`src/rtl/adpcm_cfg_pkg.sv`:
```
//**********************************************************
// ADPCM-A configuration package
// host register map, per-channel setup and ROM address types
//**********************************************************
package adpcm_cfg_pkg;

    typedef logic [19:0] byte_addr_t;   // rom byte address
    typedef logic [20:0] nib_addr_t;    // byte address, bit 0 picks low nibble
    typedef logic [11:0] block_t;       // 256-byte block number

    typedef enum logic [1:0] {
        REG_START,
        REG_END,
        REG_PANLVL,
        REG_KEY
    } reg_sel_t;

    typedef struct packed {
        block_t     start;
        block_t     stop;
        logic       pan_l;
        logic       pan_r;
        logic [4:0] level;
    } ch_cfg_t;

    localparam int KEY_DUMP_BIT = 7;    // set means key off

endpackage

```
`src/rtl/adpcm_audio_pkg.sv`:
```
//**********************************************************
// ADPCM-A audio package
// sample widths, reduced step table, index adjust table
// and the slot record passed from scheduler to decoder
//**********************************************************
package adpcm_audio_pkg;

    typedef logic [3:0]         nibble_t;
    typedef logic signed [15:0] pcm_t;
    typedef logic [3:0]         step_idx_t;

    // 16-entry stand-in for the real 49-step table
    localparam logic [11:0] STEP_TABLE [16] = '{
        12'd16,  12'd19,  12'd23,  12'd28,
        12'd34,  12'd41,  12'd50,  12'd60,
        12'd73,  12'd88,  12'd107, 12'd130,
        12'd157, 12'd190, 12'd230, 12'd279
    };

    localparam logic signed [4:0] IDX_ADJ [8] = '{
        -5'sd1, -5'sd1, -5'sd1, -5'sd1,
        5'sd2,  5'sd4,  5'sd6,  5'sd8
    };

    typedef struct packed {
        logic [2:0] ch;
        nibble_t    nib;
        logic       valid;
    } slot_t;

endpackage

```
`src/rtl/adpcm_reg_decode.sv`:
```
//**********************************************************
// ADPCM-A host register decode
// per-channel start, end, pan and level registers, and
// key writes split into key-on and key-off pulses
//**********************************************************
`timescale 1ns/1ps

module adpcm_reg_decode #(
    parameter int NUM_CH = 6
) (
    input  logic                     clk,
    input  logic                     rst_n,
    input  logic                     reg_we,
    input  adpcm_cfg_pkg::reg_sel_t  reg_sel,
    input  logic [2:0]               reg_ch,
    input  logic [15:0]              reg_data,
    output adpcm_cfg_pkg::ch_cfg_t   cfg [NUM_CH],
    output logic [NUM_CH-1:0]        key_on,
    output logic [NUM_CH-1:0]        key_off
);
    import adpcm_cfg_pkg::*;

    logic [7:0]        mask_ext;
    logic [NUM_CH-1:0] key_mask;
    logic              key_wr;
    logic              dump;

    assign mask_ext = {2'b00, reg_data[5:0]};     // mask is bits 5:0
    assign key_mask = mask_ext[NUM_CH-1:0];
    assign key_wr   = reg_we && (reg_sel == REG_KEY);
    assign dump     = reg_data[KEY_DUMP_BIT];

    always_ff @(posedge clk or negedge rst_n) begin
        if (!rst_n) begin
            key_on  <= '0;
            key_off <= '0;
        end else begin
            key_on  <= (key_wr && !dump) ? key_mask : '0;  // single clock pulses
            key_off <= (key_wr && dump) ? key_mask : '0;
        end
    end

    always_ff @(posedge clk or negedge rst_n) begin
        if (!rst_n) begin
            for (int i = 0; i < NUM_CH; i++) begin
                cfg[i] <= '0;
            end
        end else if (reg_we) begin
            for (int i = 0; i < NUM_CH; i++) begin
                if (reg_ch == 3'(i)) begin
                    case (reg_sel)
                        REG_START: cfg[i].start <= reg_data[11:0];
                        REG_END:   cfg[i].stop  <= reg_data[11:0];
                        REG_PANLVL: begin
                            cfg[i].pan_l <= reg_data[7];
                            cfg[i].pan_r <= reg_data[6];
                            cfg[i].level <= reg_data[4:0];
                        end
                        default: ;                    // key writes ignore reg_ch
                    endcase
                end
            end
        end
    end

endmodule

```
`src/rtl/adpcm_ch_counter.sv`:
```
//**********************************************************
// ADPCM-A channel address counter
// walks one channel from its start block to the last
// nibble of its end block, with active and end flags
//**********************************************************
`timescale 1ns/1ps

module adpcm_ch_counter (
    input  logic                      clk,
    input  logic                      rst_n,
    input  adpcm_cfg_pkg::block_t     start,
    input  adpcm_cfg_pkg::block_t     stop,
    input  logic                      key_on,
    input  logic                      key_off,
    input  logic                      adv,        // nibble consumed
    output adpcm_cfg_pkg::nib_addr_t  nib_addr,
    output logic                      active,
    output logic                      end_flag
);
    import adpcm_cfg_pkg::*;

    byte_addr_t end_byte;
    logic       at_end;

    assign end_byte = {stop, 8'hff};          // last byte of end block
    assign at_end   = (nib_addr[20:1] == end_byte) && nib_addr[0];

    always_ff @(posedge clk or negedge rst_n) begin
        if (!rst_n) begin
            nib_addr <= '0;
            active   <= 1'b0;
            end_flag <= 1'b0;
        end else if (key_on) begin
            nib_addr <= {start, 9'd0};        // start x 512 nibbles
            active   <= 1'b1;
            end_flag <= 1'b0;
        end else if (key_off) begin
            active <= 1'b0;                   // dump leaves end flag alone
        end else if (adv && active) begin
            if (at_end) begin
                active   <= 1'b0;
                end_flag <= 1'b1;
            end else begin
                nib_addr <= nib_addr + 1'b1;
            end
        end
    end

endmodule

```
`src/rtl/adpcm_slot_sched.sv`:
```
//**********************************************************
// ADPCM-A slot scheduler
// serves one channel per cen, drives the ROM address and
// picks the fetched nibble one cen later
//**********************************************************
`timescale 1ns/1ps

module adpcm_slot_sched #(
    parameter int NUM_CH = 6
) (
    input  logic                       clk,
    input  logic                       rst_n,
    input  logic                       cen,
    input  adpcm_cfg_pkg::nib_addr_t   nib_addr [NUM_CH],
    input  logic [NUM_CH-1:0]          active,
    input  logic [7:0]                 rom_data,
    output adpcm_cfg_pkg::byte_addr_t  rom_addr,
    output logic [NUM_CH-1:0]          adv,
    output adpcm_audio_pkg::slot_t     slot
);
    import adpcm_audio_pkg::*;

    logic [2:0] slot_cnt;                     // channel addressed this cen
    logic [2:0] prev_ch;                      // channel whose byte is on rom_data
    logic       prev_low;
    logic       prev_act;
    nibble_t    nib_sel;

    assign nib_sel = prev_low ? rom_data[3:0] : rom_data[7:4];

    always_comb begin
        adv = '0;
        if (cen && prev_act) begin
            adv[prev_ch] = active[prev_ch];   // skip if dumped meanwhile
        end
    end

    always_ff @(posedge clk or negedge rst_n) begin
        if (!rst_n) begin
            slot_cnt <= '0;
            prev_ch  <= '0;
            prev_low <= 1'b0;
            prev_act <= 1'b0;
            rom_addr <= '0;
            slot     <= '0;
        end else if (cen) begin
            slot.ch    <= prev_ch;
            slot.nib   <= nib_sel;
            slot.valid <= prev_act;
            rom_addr   <= nib_addr[slot_cnt][20:1];
            prev_low   <= nib_addr[slot_cnt][0];
            prev_act   <= active[slot_cnt];
            prev_ch    <= slot_cnt;
            slot_cnt   <= (slot_cnt == 3'(NUM_CH - 1)) ? '0 : slot_cnt + 1'b1;
        end
    end

endmodule

```
`src/rtl/adpcm_decoder.sv`:
```
//**********************************************************
// ADPCM-A decoder
// per-channel predictor and step index, updated once for
// every valid slot from the scheduler
//**********************************************************
`timescale 1ns/1ps

module adpcm_decoder #(
    parameter int NUM_CH = 6
) (
    input  logic                    clk,
    input  logic                    rst_n,
    input  logic                    cen,
    input  adpcm_audio_pkg::slot_t  slot,
    input  logic [NUM_CH-1:0]       key_on,
    output logic [2:0]              dec_ch,
    output adpcm_audio_pkg::pcm_t   dec_pcm,
    output logic                    dec_valid,
    output logic                    dec_last    // slot of the last channel
);
    import adpcm_audio_pkg::*;

    pcm_t               pred [NUM_CH];
    step_idx_t          idx [NUM_CH];
    logic               slot_new;             // slot refreshed on last cen
    logic [2:0]         mag;
    logic [15:0]        prod;
    logic [15:0]        diff;
    logic signed [17:0] sum;
    pcm_t               pred_nxt;
    logic signed [5:0]  idx_sum;
    step_idx_t          idx_nxt;

    always_comb begin
        mag  = slot.nib[2:0];
        prod = 16'(STEP_TABLE[idx[slot.ch]]) * 16'({mag, 1'b1});   // step x (2m+1)
        diff = prod >> 3;
        if (slot.nib[3]) begin
            sum = 18'(pred[slot.ch]) - $signed({2'b00, diff});
        end else begin
            sum = 18'(pred[slot.ch]) + $signed({2'b00, diff});
        end
        if (sum > 18'sd32767) begin
            pred_nxt = 16'sh7fff;
        end else if (sum < -18'sd32768) begin
            pred_nxt = 16'sh8000;
        end else begin
            pred_nxt = sum[15:0];
        end
        idx_sum = $signed({2'b00, idx[slot.ch]}) + 6'(IDX_ADJ[mag]);
        if (idx_sum < 0) begin
            idx_nxt = '0;
        end else if (idx_sum > 6'sd15) begin
            idx_nxt = 4'd15;
        end else begin
            idx_nxt = idx_sum[3:0];
        end
    end

    always_ff @(posedge clk or negedge rst_n) begin
        if (!rst_n) begin
            slot_new  <= 1'b0;
            dec_ch    <= '0;
            dec_pcm   <= '0;
            dec_valid <= 1'b0;
            dec_last  <= 1'b0;
            for (int i = 0; i < NUM_CH; i++) begin
                pred[i] <= '0;
                idx[i]  <= '0;
            end
        end else begin
            slot_new  <= cen;
            dec_valid <= slot_new && slot.valid;
            dec_last  <= slot_new && (slot.ch == 3'(NUM_CH - 1));
            if (slot_new) begin
                dec_ch <= slot.ch;
            end
            if (slot_new && slot.valid) begin
                pred[slot.ch] <= pred_nxt;
                idx[slot.ch]  <= idx_nxt;
                dec_pcm       <= pred_nxt;
            end
            for (int i = 0; i < NUM_CH; i++) begin
                if (key_on[i]) begin          // key-on wins over a decode
                    pred[i] <= '0;
                    idx[i]  <= '0;
                end
            end
        end
    end

endmodule

```
`src/rtl/adpcm_mixer.sv`:
```
//**********************************************************
// ADPCM-A stereo mixer
// pan and level per channel, one sum per round of slots,
// global attenuation with saturation to 16 bits
//**********************************************************
`timescale 1ns/1ps

module adpcm_mixer #(
    parameter int NUM_CH = 6
) (
    input  logic                    clk,
    input  logic                    rst_n,
    input  logic [2:0]              dec_ch,
    input  adpcm_audio_pkg::pcm_t   dec_pcm,
    input  logic                    dec_valid,
    input  logic                    dec_last,
    input  adpcm_cfg_pkg::ch_cfg_t  cfg [NUM_CH],
    input  logic [2:0]              atl,
    output adpcm_audio_pkg::pcm_t   pcm_l,
    output adpcm_audio_pkg::pcm_t   pcm_r,
    output logic                    sample_valid
);
    import adpcm_audio_pkg::*;

    typedef logic signed [19:0] acc_t;        // room for eight full channels

    acc_t acc_l, acc_r;
    acc_t add_l, add_r;
    acc_t tot_l, tot_r;

    function automatic acc_t scale(input pcm_t s, input logic [4:0] lvl);
        logic signed [21:0] p;
        p = s * $signed({1'b0, lvl});
        return acc_t'(p >>> 5);               // level / 32
    endfunction

    function automatic pcm_t sat16(input acc_t v);
        if (v > 20'sd32767) begin
            return 16'sh7fff;
        end else if (v < -20'sd32768) begin
            return 16'sh8000;
        end else begin
            return v[15:0];
        end
    endfunction

    always_comb begin
        add_l = '0;
        add_r = '0;
        if (dec_valid && cfg[dec_ch].pan_l) begin
            add_l = scale(dec_pcm, cfg[dec_ch].level);
        end
        if (dec_valid && cfg[dec_ch].pan_r) begin
            add_r = scale(dec_pcm, cfg[dec_ch].level);
        end
        tot_l = acc_l + add_l;
        tot_r = acc_r + add_r;
    end

    always_ff @(posedge clk or negedge rst_n) begin
        if (!rst_n) begin
            acc_l        <= '0;
            acc_r        <= '0;
            pcm_l        <= '0;
            pcm_r        <= '0;
            sample_valid <= 1'b0;
        end else begin
            sample_valid <= dec_last;
            if (dec_last) begin               // round complete
                pcm_l <= sat16(tot_l >>> atl);
                pcm_r <= sat16(tot_r >>> atl);
                acc_l <= '0;
                acc_r <= '0;
            end else begin
                acc_l <= tot_l;
                acc_r <= tot_r;
            end
        end
    end

endmodule

```
`src/rtl/adpcm_a_top.sv`:
```
//**********************************************************
// ADPCM-A sample playback top
// host registers, channel counters, slot scheduler,
// decoder and stereo mixer
//**********************************************************
`timescale 1ns/1ps

module adpcm_a_top #(
    parameter int NUM_CH = 6
) (
    input  logic                       clk,
    input  logic                       rst_n,
    input  logic                       cen,           // one slot per strobe
    input  logic                       reg_we,
    input  adpcm_cfg_pkg::reg_sel_t    reg_sel,
    input  logic [2:0]                 reg_ch,
    input  logic [15:0]                reg_data,
    input  logic [2:0]                 atl,           // global attenuation
    output adpcm_cfg_pkg::byte_addr_t  rom_addr,
    input  logic [7:0]                 rom_data,
    output adpcm_audio_pkg::pcm_t      pcm_l,
    output adpcm_audio_pkg::pcm_t      pcm_r,
    output logic                       sample_valid,
    output logic [NUM_CH-1:0]          end_flags
);
    import adpcm_cfg_pkg::*;
    import adpcm_audio_pkg::*;

    ch_cfg_t           cfg [NUM_CH];
    nib_addr_t         nib_addr [NUM_CH];
    logic [NUM_CH-1:0] key_on;
    logic [NUM_CH-1:0] key_off;
    logic [NUM_CH-1:0] active;
    logic [NUM_CH-1:0] adv;
    slot_t             slot;
    logic [2:0]        dec_ch;
    pcm_t              dec_pcm;
    logic              dec_valid;
    logic              dec_last;

    adpcm_reg_decode #(.NUM_CH(NUM_CH)) u_regs (
        .clk      ( clk      ),
        .rst_n    ( rst_n    ),
        .reg_we   ( reg_we   ),
        .reg_sel  ( reg_sel  ),
        .reg_ch   ( reg_ch   ),
        .reg_data ( reg_data ),
        .cfg      ( cfg      ),
        .key_on   ( key_on   ),
        .key_off  ( key_off  )
    );

    for (genvar i = 0; i < NUM_CH; i++) begin : g_ch
        adpcm_ch_counter u_cnt (
            .clk      ( clk          ),
            .rst_n    ( rst_n        ),
            .start    ( cfg[i].start ),
            .stop     ( cfg[i].stop  ),
            .key_on   ( key_on[i]    ),
            .key_off  ( key_off[i]   ),
            .adv      ( adv[i]       ),
            .nib_addr ( nib_addr[i]  ),
            .active   ( active[i]    ),
            .end_flag ( end_flags[i] )
        );
    end

    adpcm_slot_sched #(.NUM_CH(NUM_CH)) u_sched (
        .clk      ( clk      ),
        .rst_n    ( rst_n    ),
        .cen      ( cen      ),
        .nib_addr ( nib_addr ),
        .active   ( active   ),
        .rom_data ( rom_data ),
        .rom_addr ( rom_addr ),
        .adv      ( adv      ),
        .slot     ( slot     )
    );

    adpcm_decoder #(.NUM_CH(NUM_CH)) u_dec (
        .clk       ( clk       ),
        .rst_n     ( rst_n     ),
        .cen       ( cen       ),
        .slot      ( slot      ),
        .key_on    ( key_on    ),
        .dec_ch    ( dec_ch    ),
        .dec_pcm   ( dec_pcm   ),
        .dec_valid ( dec_valid ),
        .dec_last  ( dec_last  )
    );

    adpcm_mixer #(.NUM_CH(NUM_CH)) u_mix (
        .clk          ( clk          ),
        .rst_n        ( rst_n        ),
        .dec_ch       ( dec_ch       ),
        .dec_pcm      ( dec_pcm      ),
        .dec_valid    ( dec_valid    ),
        .dec_last     ( dec_last     ),
        .cfg          ( cfg          ),
        .atl          ( atl          ),
        .pcm_l        ( pcm_l        ),
        .pcm_r        ( pcm_r        ),
        .sample_valid ( sample_valid )
    );

endmodule

```
`config.mk`:
```
export PLATFORM = sky130hd
export DESIGN_NAME = adpcm_a_top
export DESIGN_NICKNAME = d
export VERILOG_FILES = /design/src/rtl/adpcm_cfg_pkg.sv /design/src/rtl/adpcm_audio_pkg.sv /design/src/rtl/adpcm_reg_decode.sv /design/src/rtl/adpcm_ch_counter.sv /design/src/rtl/adpcm_slot_sched.sv /design/src/rtl/adpcm_decoder.sv /design/src/rtl/adpcm_mixer.sv /design/src/rtl/adpcm_a_top.sv
export SDC_FILE = /design/constraint.sdc
export NUM_CORES = 2
export LEC_CHECK = 0
export BUFFER_PORTS_ARGS = -buffer_cell sky130_fd_sc_hd__buf_2
export CAP_MARGIN = 40
export CORE_ASPECT_RATIO = 0.75
export CORE_MARGIN = 4
export CORE_UTILIZATION = 64
export CTS_CLUSTER_DIAMETER = 30
export DETAILED_ROUTE_END_ITERATION = 7
export PLACE_DENSITY = 0.77
export SKIP_CTS_REPAIR_TIMING = 1
export SYNTH_ARGS = -nofsm -noshare
export SYNTH_HDL_FRONTEND = slang
export SYNTH_HIERARCHICAL = 1
export SYNTH_SLANG_ARGS = --single-unit
```
`constraint.sdc`:
```
create_clock -name clk -period 9.4 [get_ports clk]
set_input_delay 0.47 -clock clk [delete_from_list [all_inputs] [get_ports clk]]
set_output_delay 0.47 -clock clk [all_outputs]
set_load 0.02 [all_outputs]
```
Yosys cells after proc, flatten, opt, wreduce, memory -nomap -nowiden
Memories as Yosys holds them, arrays and structs flattened.
Index checks and enable logic that the tools add are counted.
Widths: inputs -> output; s select.
Operators by class
  $add $sub $neg: 12
  multiply operators: 2
  magnitude comparators: 17
  equal/unequal tests: 28
  shifts and indexed selects: 2
  mux-type cells: 132
  bitwise gates (word level): 6
  reductions and logical operators: 91
Operator list (count)
  $mux 21: 26
  $mux 16: 15
  $add 21x1->21 const B: 6
  $eq 20x20->1: 6
  $bwmux 96: 1
  $mux 96: 1
  $bmux 31 s3: 1
  $reduce_and 3->1: 30
  $mux 20: 4
  $bmux 21 s3: 1
  $mux 1: 51
  $bmux 16 s3: 1
  $demux 16 s3: 1
  $mux 4: 12
  $add 20x20->20: 2
  $gt 20x16->1 const B: 2
  $lt 20x16->1 const B: 2
  $sshr 20x3->20: 2
  $reduce_bool 2->1: 18
  $reduce_bool 3->1: 12
  $bwmux 24: 1
  $mux 12: 2
  $mux 24: 1
  $logic_and 1x1->1: 22
  38 further kinds: 70
Word-level totals
  flip-flop bits (word level): 587
  memory bits (read-only): 232
  bits of input ports: 36
  output and inout port bits: 59
  logic and storage cells: 372
  memories kept: 2
Memories
  (name not given): words 16, width 12, read ports 1, clocked after memory_dff 0, write ports 0, RTL line adpcm_decoder.sv:36  | prod = 16'(STEP_TABLE[idx[slot.ch]]) * 16'({mag, 1'b1});
  (name not given): words 8, width 5, read ports 1, clocked after memory_dff 0, write ports 0, RTL line adpcm_decoder.sv:50  | idx_sum = $signed({2'b00, idx[slot.ch]}) + 6'(IDX_ADJ[mag]);

Longest topological paths before layout
  depth in word-level cells: 17
  mapped depth: 43
  depth with buffers taken out: 39

Hierarchy
The synthesis kept the hierarchy.
By module, submodules not included
  adpcm_mixer: instances 1, cells each 1135, area an instance 9495.4 um^2, seq. area each 1826.8 um^2
  adpcm_decoder: instances 1, cells each 1008, area an instance 9379.0 um^2, seq. area each 3553.4 um^2
  adpcm_ch_counter: instances 6, cells each 170, area an instance 1562.7 um^2, seq. area each 575.6 um^2
  adpcm_reg_decode: instances 1, cells each 460, area an instance 7547.2 um^2, seq. area each 4954.8 um^2
  adpcm_slot_sched: instances 1, cells each 210, area an instance 2379.8 um^2, seq. area each 900.9 um^2

Least setup slack after synthesis
Ideal clock, no wire load.
  path type: reg-to-reg
  start point: reg, netlist name u_sched/slot[6]
  end point: reg u_dec/pred[14] in the netlist's numbering
  setup time: 142 ps
  arrival time: 8426 ps
  data required time: 9258 ps
  setup slack: 832 ps
  cell stages (with the launch flop): 41
  buffers on the path: 5
  period minus slack after synthesis: 8568 ps
  path through: dfrtp_1 buf_2 nand2b_1 clkbuf_1 nor2_1 nor2_1 ha_1 buf_1 and3b_1 o21ai_1 nand3_2 inv_2 ha_1 ha_1 nand2b_1 a21oi_1 o21ai_0 o211a_1 (+5 left out) o21a_1 o211ai_1 or2_2 or3_1 clkbuf_1 o21ai_0 ha_1 a21o_1 a21o_1 o41ai_1 o21ai_0 and2_1 o32ai_1 o41a_1 nand3_4 buf_6 a22oi_4 a211oi_2
Between the ends
  longest elaborated chain between the ends: 17
  elaborated cells on any way between the ends: 27
  classes of those cells: add/sub: 2; mul: 1; order compare: 4; mux: 16; bitwise: 2; reduce/logical: 1; memory: 1
RTL lines
  $not 3->4 (not written as such) (*)
  $bmux 4 s3: RTL line adpcm_decoder.sv:36
  $mux 4 (not written as such) (2 in series): RTL line adpcm_decoder.sv:36
  $not 4->5 (not written as such): RTL line adpcm_decoder.sv:36
  $mem_v2 16x12
  $mux 12 (not written as such) (2 in series): RTL line adpcm_decoder.sv:36
  $mul 12x4->16: RTL line adpcm_decoder.sv:36
  $add 16x14->17 / $sub 16x14->17 (equally long branches): RTL line adpcm_decoder.sv:41, adpcm_decoder.sv:39
  $mux 18: RTL line adpcm_decoder.sv:38  | if (slot.nib[3]) begin
  $lt 18x16->1: RTL line adpcm_decoder.sv:45  | end else if (sum < -18'sd32768) begin
  $mux 16: RTL line adpcm_decoder.sv:45
  $mux 16: RTL line adpcm_decoder.sv:43  | if (sum > 18'sd32767) begin
  $bwmux 96 (*): RTL line adpcm_decoder.sv:79  | pred[slot.ch] <= pred_nxt;
  $mux 96 (*): RTL line adpcm_decoder.sv:78  | if (slot_new && slot.valid) begin
  $mux 16 (*): RTL line adpcm_decoder.sv:84  | if (key_on[i]) begin
  end signal, assigned by index: RTL line adpcm_decoder.sv:79
  end, declared: RTL line adpcm_decoder.sv:23  | pcm_t pred [NUM_CH];
Every way passes the cells marked *; elsewhere a longest branch is shown, timed or not. The select of a mux whose other input is x is not followed.
A chain may end at the register's enable or synchronous reset.

Worst setup path after layout
  start point: reg, netlist name u_sched/slot[5]
  end point: reg u_dec/pred[10] in the netlist's numbering
Between the ends
  longest elaborated chain between the ends: 17
  elaborated cells on any way between the ends: 27
  classes of those cells: add/sub: 2; mul: 1; order compare: 4; mux: 16; bitwise: 2; reduce/logical: 1; memory: 1
RTL lines (RTL line)
  $not 3->4 (not written as such) (*)
  $bmux 4 s3: adpcm_decoder.sv:36
  $mux 4 (not written as such) (2 in series): adpcm_decoder.sv:36
  $not 4->5 (not written as such): adpcm_decoder.sv:36
  $mem_v2 16x12
  $mux 12 (not written as such) (2 in series): adpcm_decoder.sv:36
  $mul 12x4->16: adpcm_decoder.sv:36
  $add 16x14->17 / $sub 16x14->17 (equally long branches): adpcm_decoder.sv:41, adpcm_decoder.sv:39
  $mux 18: adpcm_decoder.sv:38
  $lt 18x16->1: adpcm_decoder.sv:45
  $mux 16: adpcm_decoder.sv:45
  $mux 16: adpcm_decoder.sv:43
  $bwmux 96 (*): adpcm_decoder.sv:79
  $mux 96 (*): adpcm_decoder.sv:78
  $mux 16 (*): adpcm_decoder.sv:84
Marked as above.

==> report_table.html <==
<table>
<tr><th>Metric</th><th>Value</th></tr>
<tr><th colspan="2">Run status</th></tr>
<tr><td>Result of the run</td><td>complete, no violations</td></tr>
<tr><th colspan="2">Placed design</th></tr>
<tr><td>Final weighted congestion in routability-driven placement</td><td>0.960</td></tr>
<tr><td>Detailed Place HPWL</td><td>71.9 mm</td></tr>
<tr><td>Number of buffer cells added on primary ports</td><td>90</td></tr>
<tr><td>Pre-CTS setup slack</td><td>-19.9 ps</td></tr>
<tr><td>Instance count after placement with tap cells included</td><td>4,571</td></tr>
<tr><th colspan="2">Synth</th></tr>
<tr><td>Portion of synthesized cell area occupied by the leading cell type</td><td>38.5%</td></tr>
<tr><td>Cell area after synthesis</td><td>38,200 µm²</td></tr>
<tr><td>Number of enable flip-flop cells after synthesis</td><td>0</td></tr>
<tr><td>Post-synthesis net count</td><td>4,060</td></tr>
<tr><td>Synthesized area per cell</td><td>9.96 µm²</td></tr>
<tr><td>Main area contributors after synthesis</td><td>dfrtp_1 (38%), mux2_2 (6.7%), ha_1 (4.1%)</td></tr>
<tr><td>Share of async-settable or async-resettable flops after synthesis</td><td>100%</td></tr>
<tr><td>Cell with the most instances after synthesis</td><td>dfrtp_1</td></tr>
<tr><td>Share of the yosys chip area belonging to registers</td><td>38.5%</td></tr>
<tr><td>Unique masters post-synth</td><td>113</td></tr>
<tr><td>Yosys reg bits</td><td>587</td></tr>
<tr><td>Top FF cell, synth</td><td>dfrtp_1</td></tr>
<tr><td>Commonest cells in the netlist</td><td>dfrtp_1 (587), nor2_1 (321), nand2_1 (276), mux2_2 (227), a21oi_1 (192)</td></tr>
<tr><td>Largest area contributor in the synthesized netlist</td><td>dfrtp_1</td></tr>
<tr><td>Synth Instances</td><td>3,833</td></tr>
<tr><td>Count of warnings emitted by yosys</td><td>6</td></tr>
<tr><th colspan="2">CTS</th></tr>
<tr><td>Total number of clock tree sinks</td><td>587</td></tr>
<tr><td>Clock tree from TritonCTS</td><td>yes</td></tr>
<tr><td>Longest Clk Path Bufs</td><td>3</td></tr>
<tr><td>Total CTS buffers</td><td>106</td></tr>
<tr><td>CTS root buffer</td><td>clkbuf_16</td></tr>
<tr><td>Clock-pin slew on the worst setup and hold paths</td><td>50 ps</td></tr>
<tr><td>Clk Latency, worst-skew pair</td><td>680 ps</td></tr>
<tr><td>Number of levels in the clock H-tree</td><td>3</td></tr>
<tr><th colspan="2">Floorplan</th></tr>
<tr><td>Number of top-level pins</td><td>95</td></tr>
<tr><td>Height of the chip</td><td>220 µm</td></tr>
<tr><td>Initial core utilization</td><td>64.8%</td></tr>
<tr><td>Die Area</td><td>63,700 µm²</td></tr>
<tr><td>Die width</td><td>290 µm</td></tr>
<tr><td>Number of rows in the core area</td><td>77</td></tr>
<tr><td>Area of the placeable core</td><td>59,000 µm²</td></tr>
<tr><th colspan="2">Finish</th></tr>
<tr><td>Count of filler cells inserted in the layout</td><td>4,091</td></tr>
<tr><td>Multi-input gate area</td><td>21,900 µm²</td></tr>
<tr><td>Sequential standard cell area</td><td>14,700 µm²</td></tr>
<tr><td>Nets</td><td>4,126</td></tr>
<tr><td>Post-route non-filler standard cell count</td><td>4,782</td></tr>
<tr><td>Proportion of layout cells with a drive suffix above 1</td><td>20.3%</td></tr>
<tr><td>Area added between synthesis and finish</td><td>13.3%</td></tr>
<tr><th colspan="2">STA</th></tr>
<tr><td>Hold WS</td><td>103 ps</td></tr>
<tr><td>Accumulated negative setup slack</td><td>0 ps</td></tr>
<tr><td>Final-report hold violation count</td><td>0</td></tr>
<tr><td>Worst Max-Slew Pin Slew</td><td>953 ps</td></tr>
<tr><td>Max Freq</td><td>0.112 GHz</td></tr>
<tr><td>Final setup viols</td><td>0</td></tr>
<tr><td>Smallest setup slack after layout</td><td>466 ps</td></tr>
<tr><td>Max Clock Skew</td><td>49.5 ps</td></tr>
<tr><td>Pins over their slew limit</td><td>0</td></tr>
<tr><td>Period utilisation layout</td><td>95.0%</td></tr>
<tr><td>Period minus WS final</td><td>8930 ps</td></tr>
<tr><td>Max transition margin</td><td>36.4%</td></tr>
<tr><th colspan="2">Drt</th></tr>
<tr><td>Total vias in the final route</td><td>31.5k</td></tr>
<tr><td>Length of the first detailed-routing pass in iterations</td><td>7</td></tr>
<tr><td>Residual DRC count</td><td>0</td></tr>
<tr><td>Detail-routed via count per cell</td><td>6.60</td></tr>
<tr><td>Routed wire length</td><td>107 mm</td></tr>
<tr><td>Post-DRT Antenna Nets</td><td>0</td></tr>
<tr><td>DRC marker count from the first detailed-route iteration</td><td>3,380</td></tr>
<tr><td>WL per Instance</td><td>22.3 µm</td></tr>
<tr><th colspan="2">GRT</th></tr>
<tr><td>Maximum number of pins on one net before global-route repair</td><td>167</td></tr>
<tr><td>Global-route wire length before repair</td><td>170 mm</td></tr>
<tr><td>Number of antenna violations at the first check in global routing</td><td>8</td></tr>
<tr><td>Via count of the first global-routing pass</td><td>30.4k</td></tr>
<tr><td>Overall routing resource usage</td><td>33.3%</td></tr>
<tr><td>Gr ovfl total</td><td>0</td></tr>
<tr><th colspan="2">Worst setup path</th></tr>
<tr><td>Worst reg2reg path endpoint</td><td>u_dec/pred[10]</td></tr>
<tr><td>CP required</td><td>9890 ps</td></tr>
<tr><td>Crit-path leading delay family</td><td>compound AO/OA/AOI/OAI gates</td></tr>
<tr><td>Most frequent cell on the critical path</td><td>o21ai_1</td></tr>
<tr><td>Nature of the critical path endpoint</td><td>flop</td></tr>
<tr><td>Cell depth of the worst flop-to-flop path</td><td>37</td></tr>
<tr><td>Crit path arrival time</td><td>9430 ps</td></tr>
<tr><td>Number of cells on the critical path</td><td>37</td></tr>
<tr><td>Classification of the worst setup path</td><td>reg2reg</td></tr>
<tr><td>CP Launch Type</td><td>flop</td></tr>
<tr><td>Crit path max-delay cell type</td><td>dfrtp_4</td></tr>
<tr><td>Maximum fanout count along the critical path</td><td>19</td></tr>
<tr><td>Buffers plus inverters on the worst setup path</td><td>3</td></tr>
<tr><td>Worst reg2reg setup slack</td><td>470 ps</td></tr>
<tr><td>Critical path's largest stage delay</td><td>600 ps</td></tr>
<tr><td>Origin of the critical flop-to-flop path</td><td>u_sched/slot[5]</td></tr>
<tr><th colspan="2">Flow run</th></tr>
<tr><td>Max Cap Viol</td><td>0</td></tr>
<tr><th colspan="2">Hold path</th></tr>
<tr><td>Start point of the worst hold path</td><td>rom_data[5]</td></tr>
<tr><td>Tightest Hold Check Type</td><td>in2reg</td></tr>
<tr><td>End point of the most critical hold path</td><td>u_sched/slot[2]</td></tr>
<tr><td>Worst hold stages</td><td>3</td></tr>
</table>
metrics by stage:
step                      utilization [%]  area (µm²)
after detailed placement             66.6       39300
after global placement               66.3       39100
after global routing                 73.3       43200
final                                73.3       43200
after CTS                            73.0       43000
after floorplan                         -       38200
final cells by class:
class / count / area share (%)
multi-input cells: 2870 / 50.7
flip-flops and latches: 587 / 34.0
clock buffers: 131 / 6.72
repair buffers: 176 / 2.85
well taps: 790 / 2.29
clock inverters: 65 / 2.03
inverters: 158 / 1.37
diodes: 5 / 0.0289
worst max path at each step:
stage	from	slack (ps)	to
final	u_sched/slot[5]	470	u_dec/pred[10]
after global routing	u_sched/slot[5]	-30	u_dec/pred[69]
after CTS	u_sched/slot[5]	-180	u_dec/pred[25]
after detailed placement	u_sched/slot[5]	-20	u_dec/pred[25]
after global placement	u_sched/slot[5]	240	u_dec/pred[25]
after floorplan	u_sched/slot[6]	830	u_dec/pred[14]
logic make-up (layout without fill, tap and decap cells):
| family | count (synthesis) | count (layout) | synth area share, % |
|---|---|---|---|
| simple gates | 1305 | 1305 | 18.2 |
| compound gates | 836 | 836 | 15.4 |
| flops | 587 | 587 | 38.5 |
| mux | 382 | 382 | 12.4 |
| buf+inv | 376 | 530 | 4.37 |
| fa+ha+maj | 191 | 191 | 7.56 |
| xor+xnor | 156 | 156 | 3.58 |
| other cells | 0 | 5 | 0 |
flip-flops by register name (all words and copies together), names as in the netlist, 3 cells and up:
register and flops:
g_ch.u_cnt/active 6, g_ch.u_cnt/end_flag 6, g_ch.u_cnt/nib_addr 126, u_dec/dec_ch 3, u_dec/dec_pcm 16, u_dec/idx 24
u_dec/pred 96, u_mix/acc_l 20, u_mix/acc_r 20, u_mix/pcm_l 16, u_mix/pcm_r 16, u_regs/cfg 186
u_regs/key_off 6, u_regs/key_on 6, u_sched/prev_ch 3, u_sched/rom_addr 20, u_sched/slot 8, u_sched/slot_cnt 3
layer usage:
| metal | vias up | track usage, % | wire [µm] |
|---|---|---|---|
| met4 | 2 | 10.8 | 2950 |
| met1 | 15600 | 48.9 | 46000 |
| li1 | 14100 | - | - |
| met2 | 1601 | 48.7 | 46300 |
| met5 | - | 0 | 7 |
| met3 | 245 | 8.54 | 11600 |
worst min-delay path, cell delays in order:
cell     delay [ps]
buf_2            70
mux2i_1          50
a21oi_1         130
placed cells by master, fill, tap and decap left out, types with 25 or more instances in the layout:
master and count:
dfrtp_1 579, nor2_1 319, nand2_1 276, mux2_2 227, a21oi_1 190, inv_1 149, o21ai_0 146, xnor2_1 127
ha_1 124, nor2b_1 108, clkbuf_16 107, nand3_1 103, mux2i_1 93, buf_2 92, o31a_1 82, buf_4 69
nor4_1 66, fa_1 66, nand4_1 57, and2_1 52, nand2b_1 50, mux4_2 46, a211oi_1 41, nor3_1 39
or3_1 33, a22oi_1 30, and3_1 29, o21ai_1 29, o31ai_1 28, a31oi_1 27, xor2_1 27, o41ai_1 26
a21o_1 25
Power is left out: the tool's default activity adds up to more than one toggle a clock period on the data nets, which glitch-free logic cannot reach.
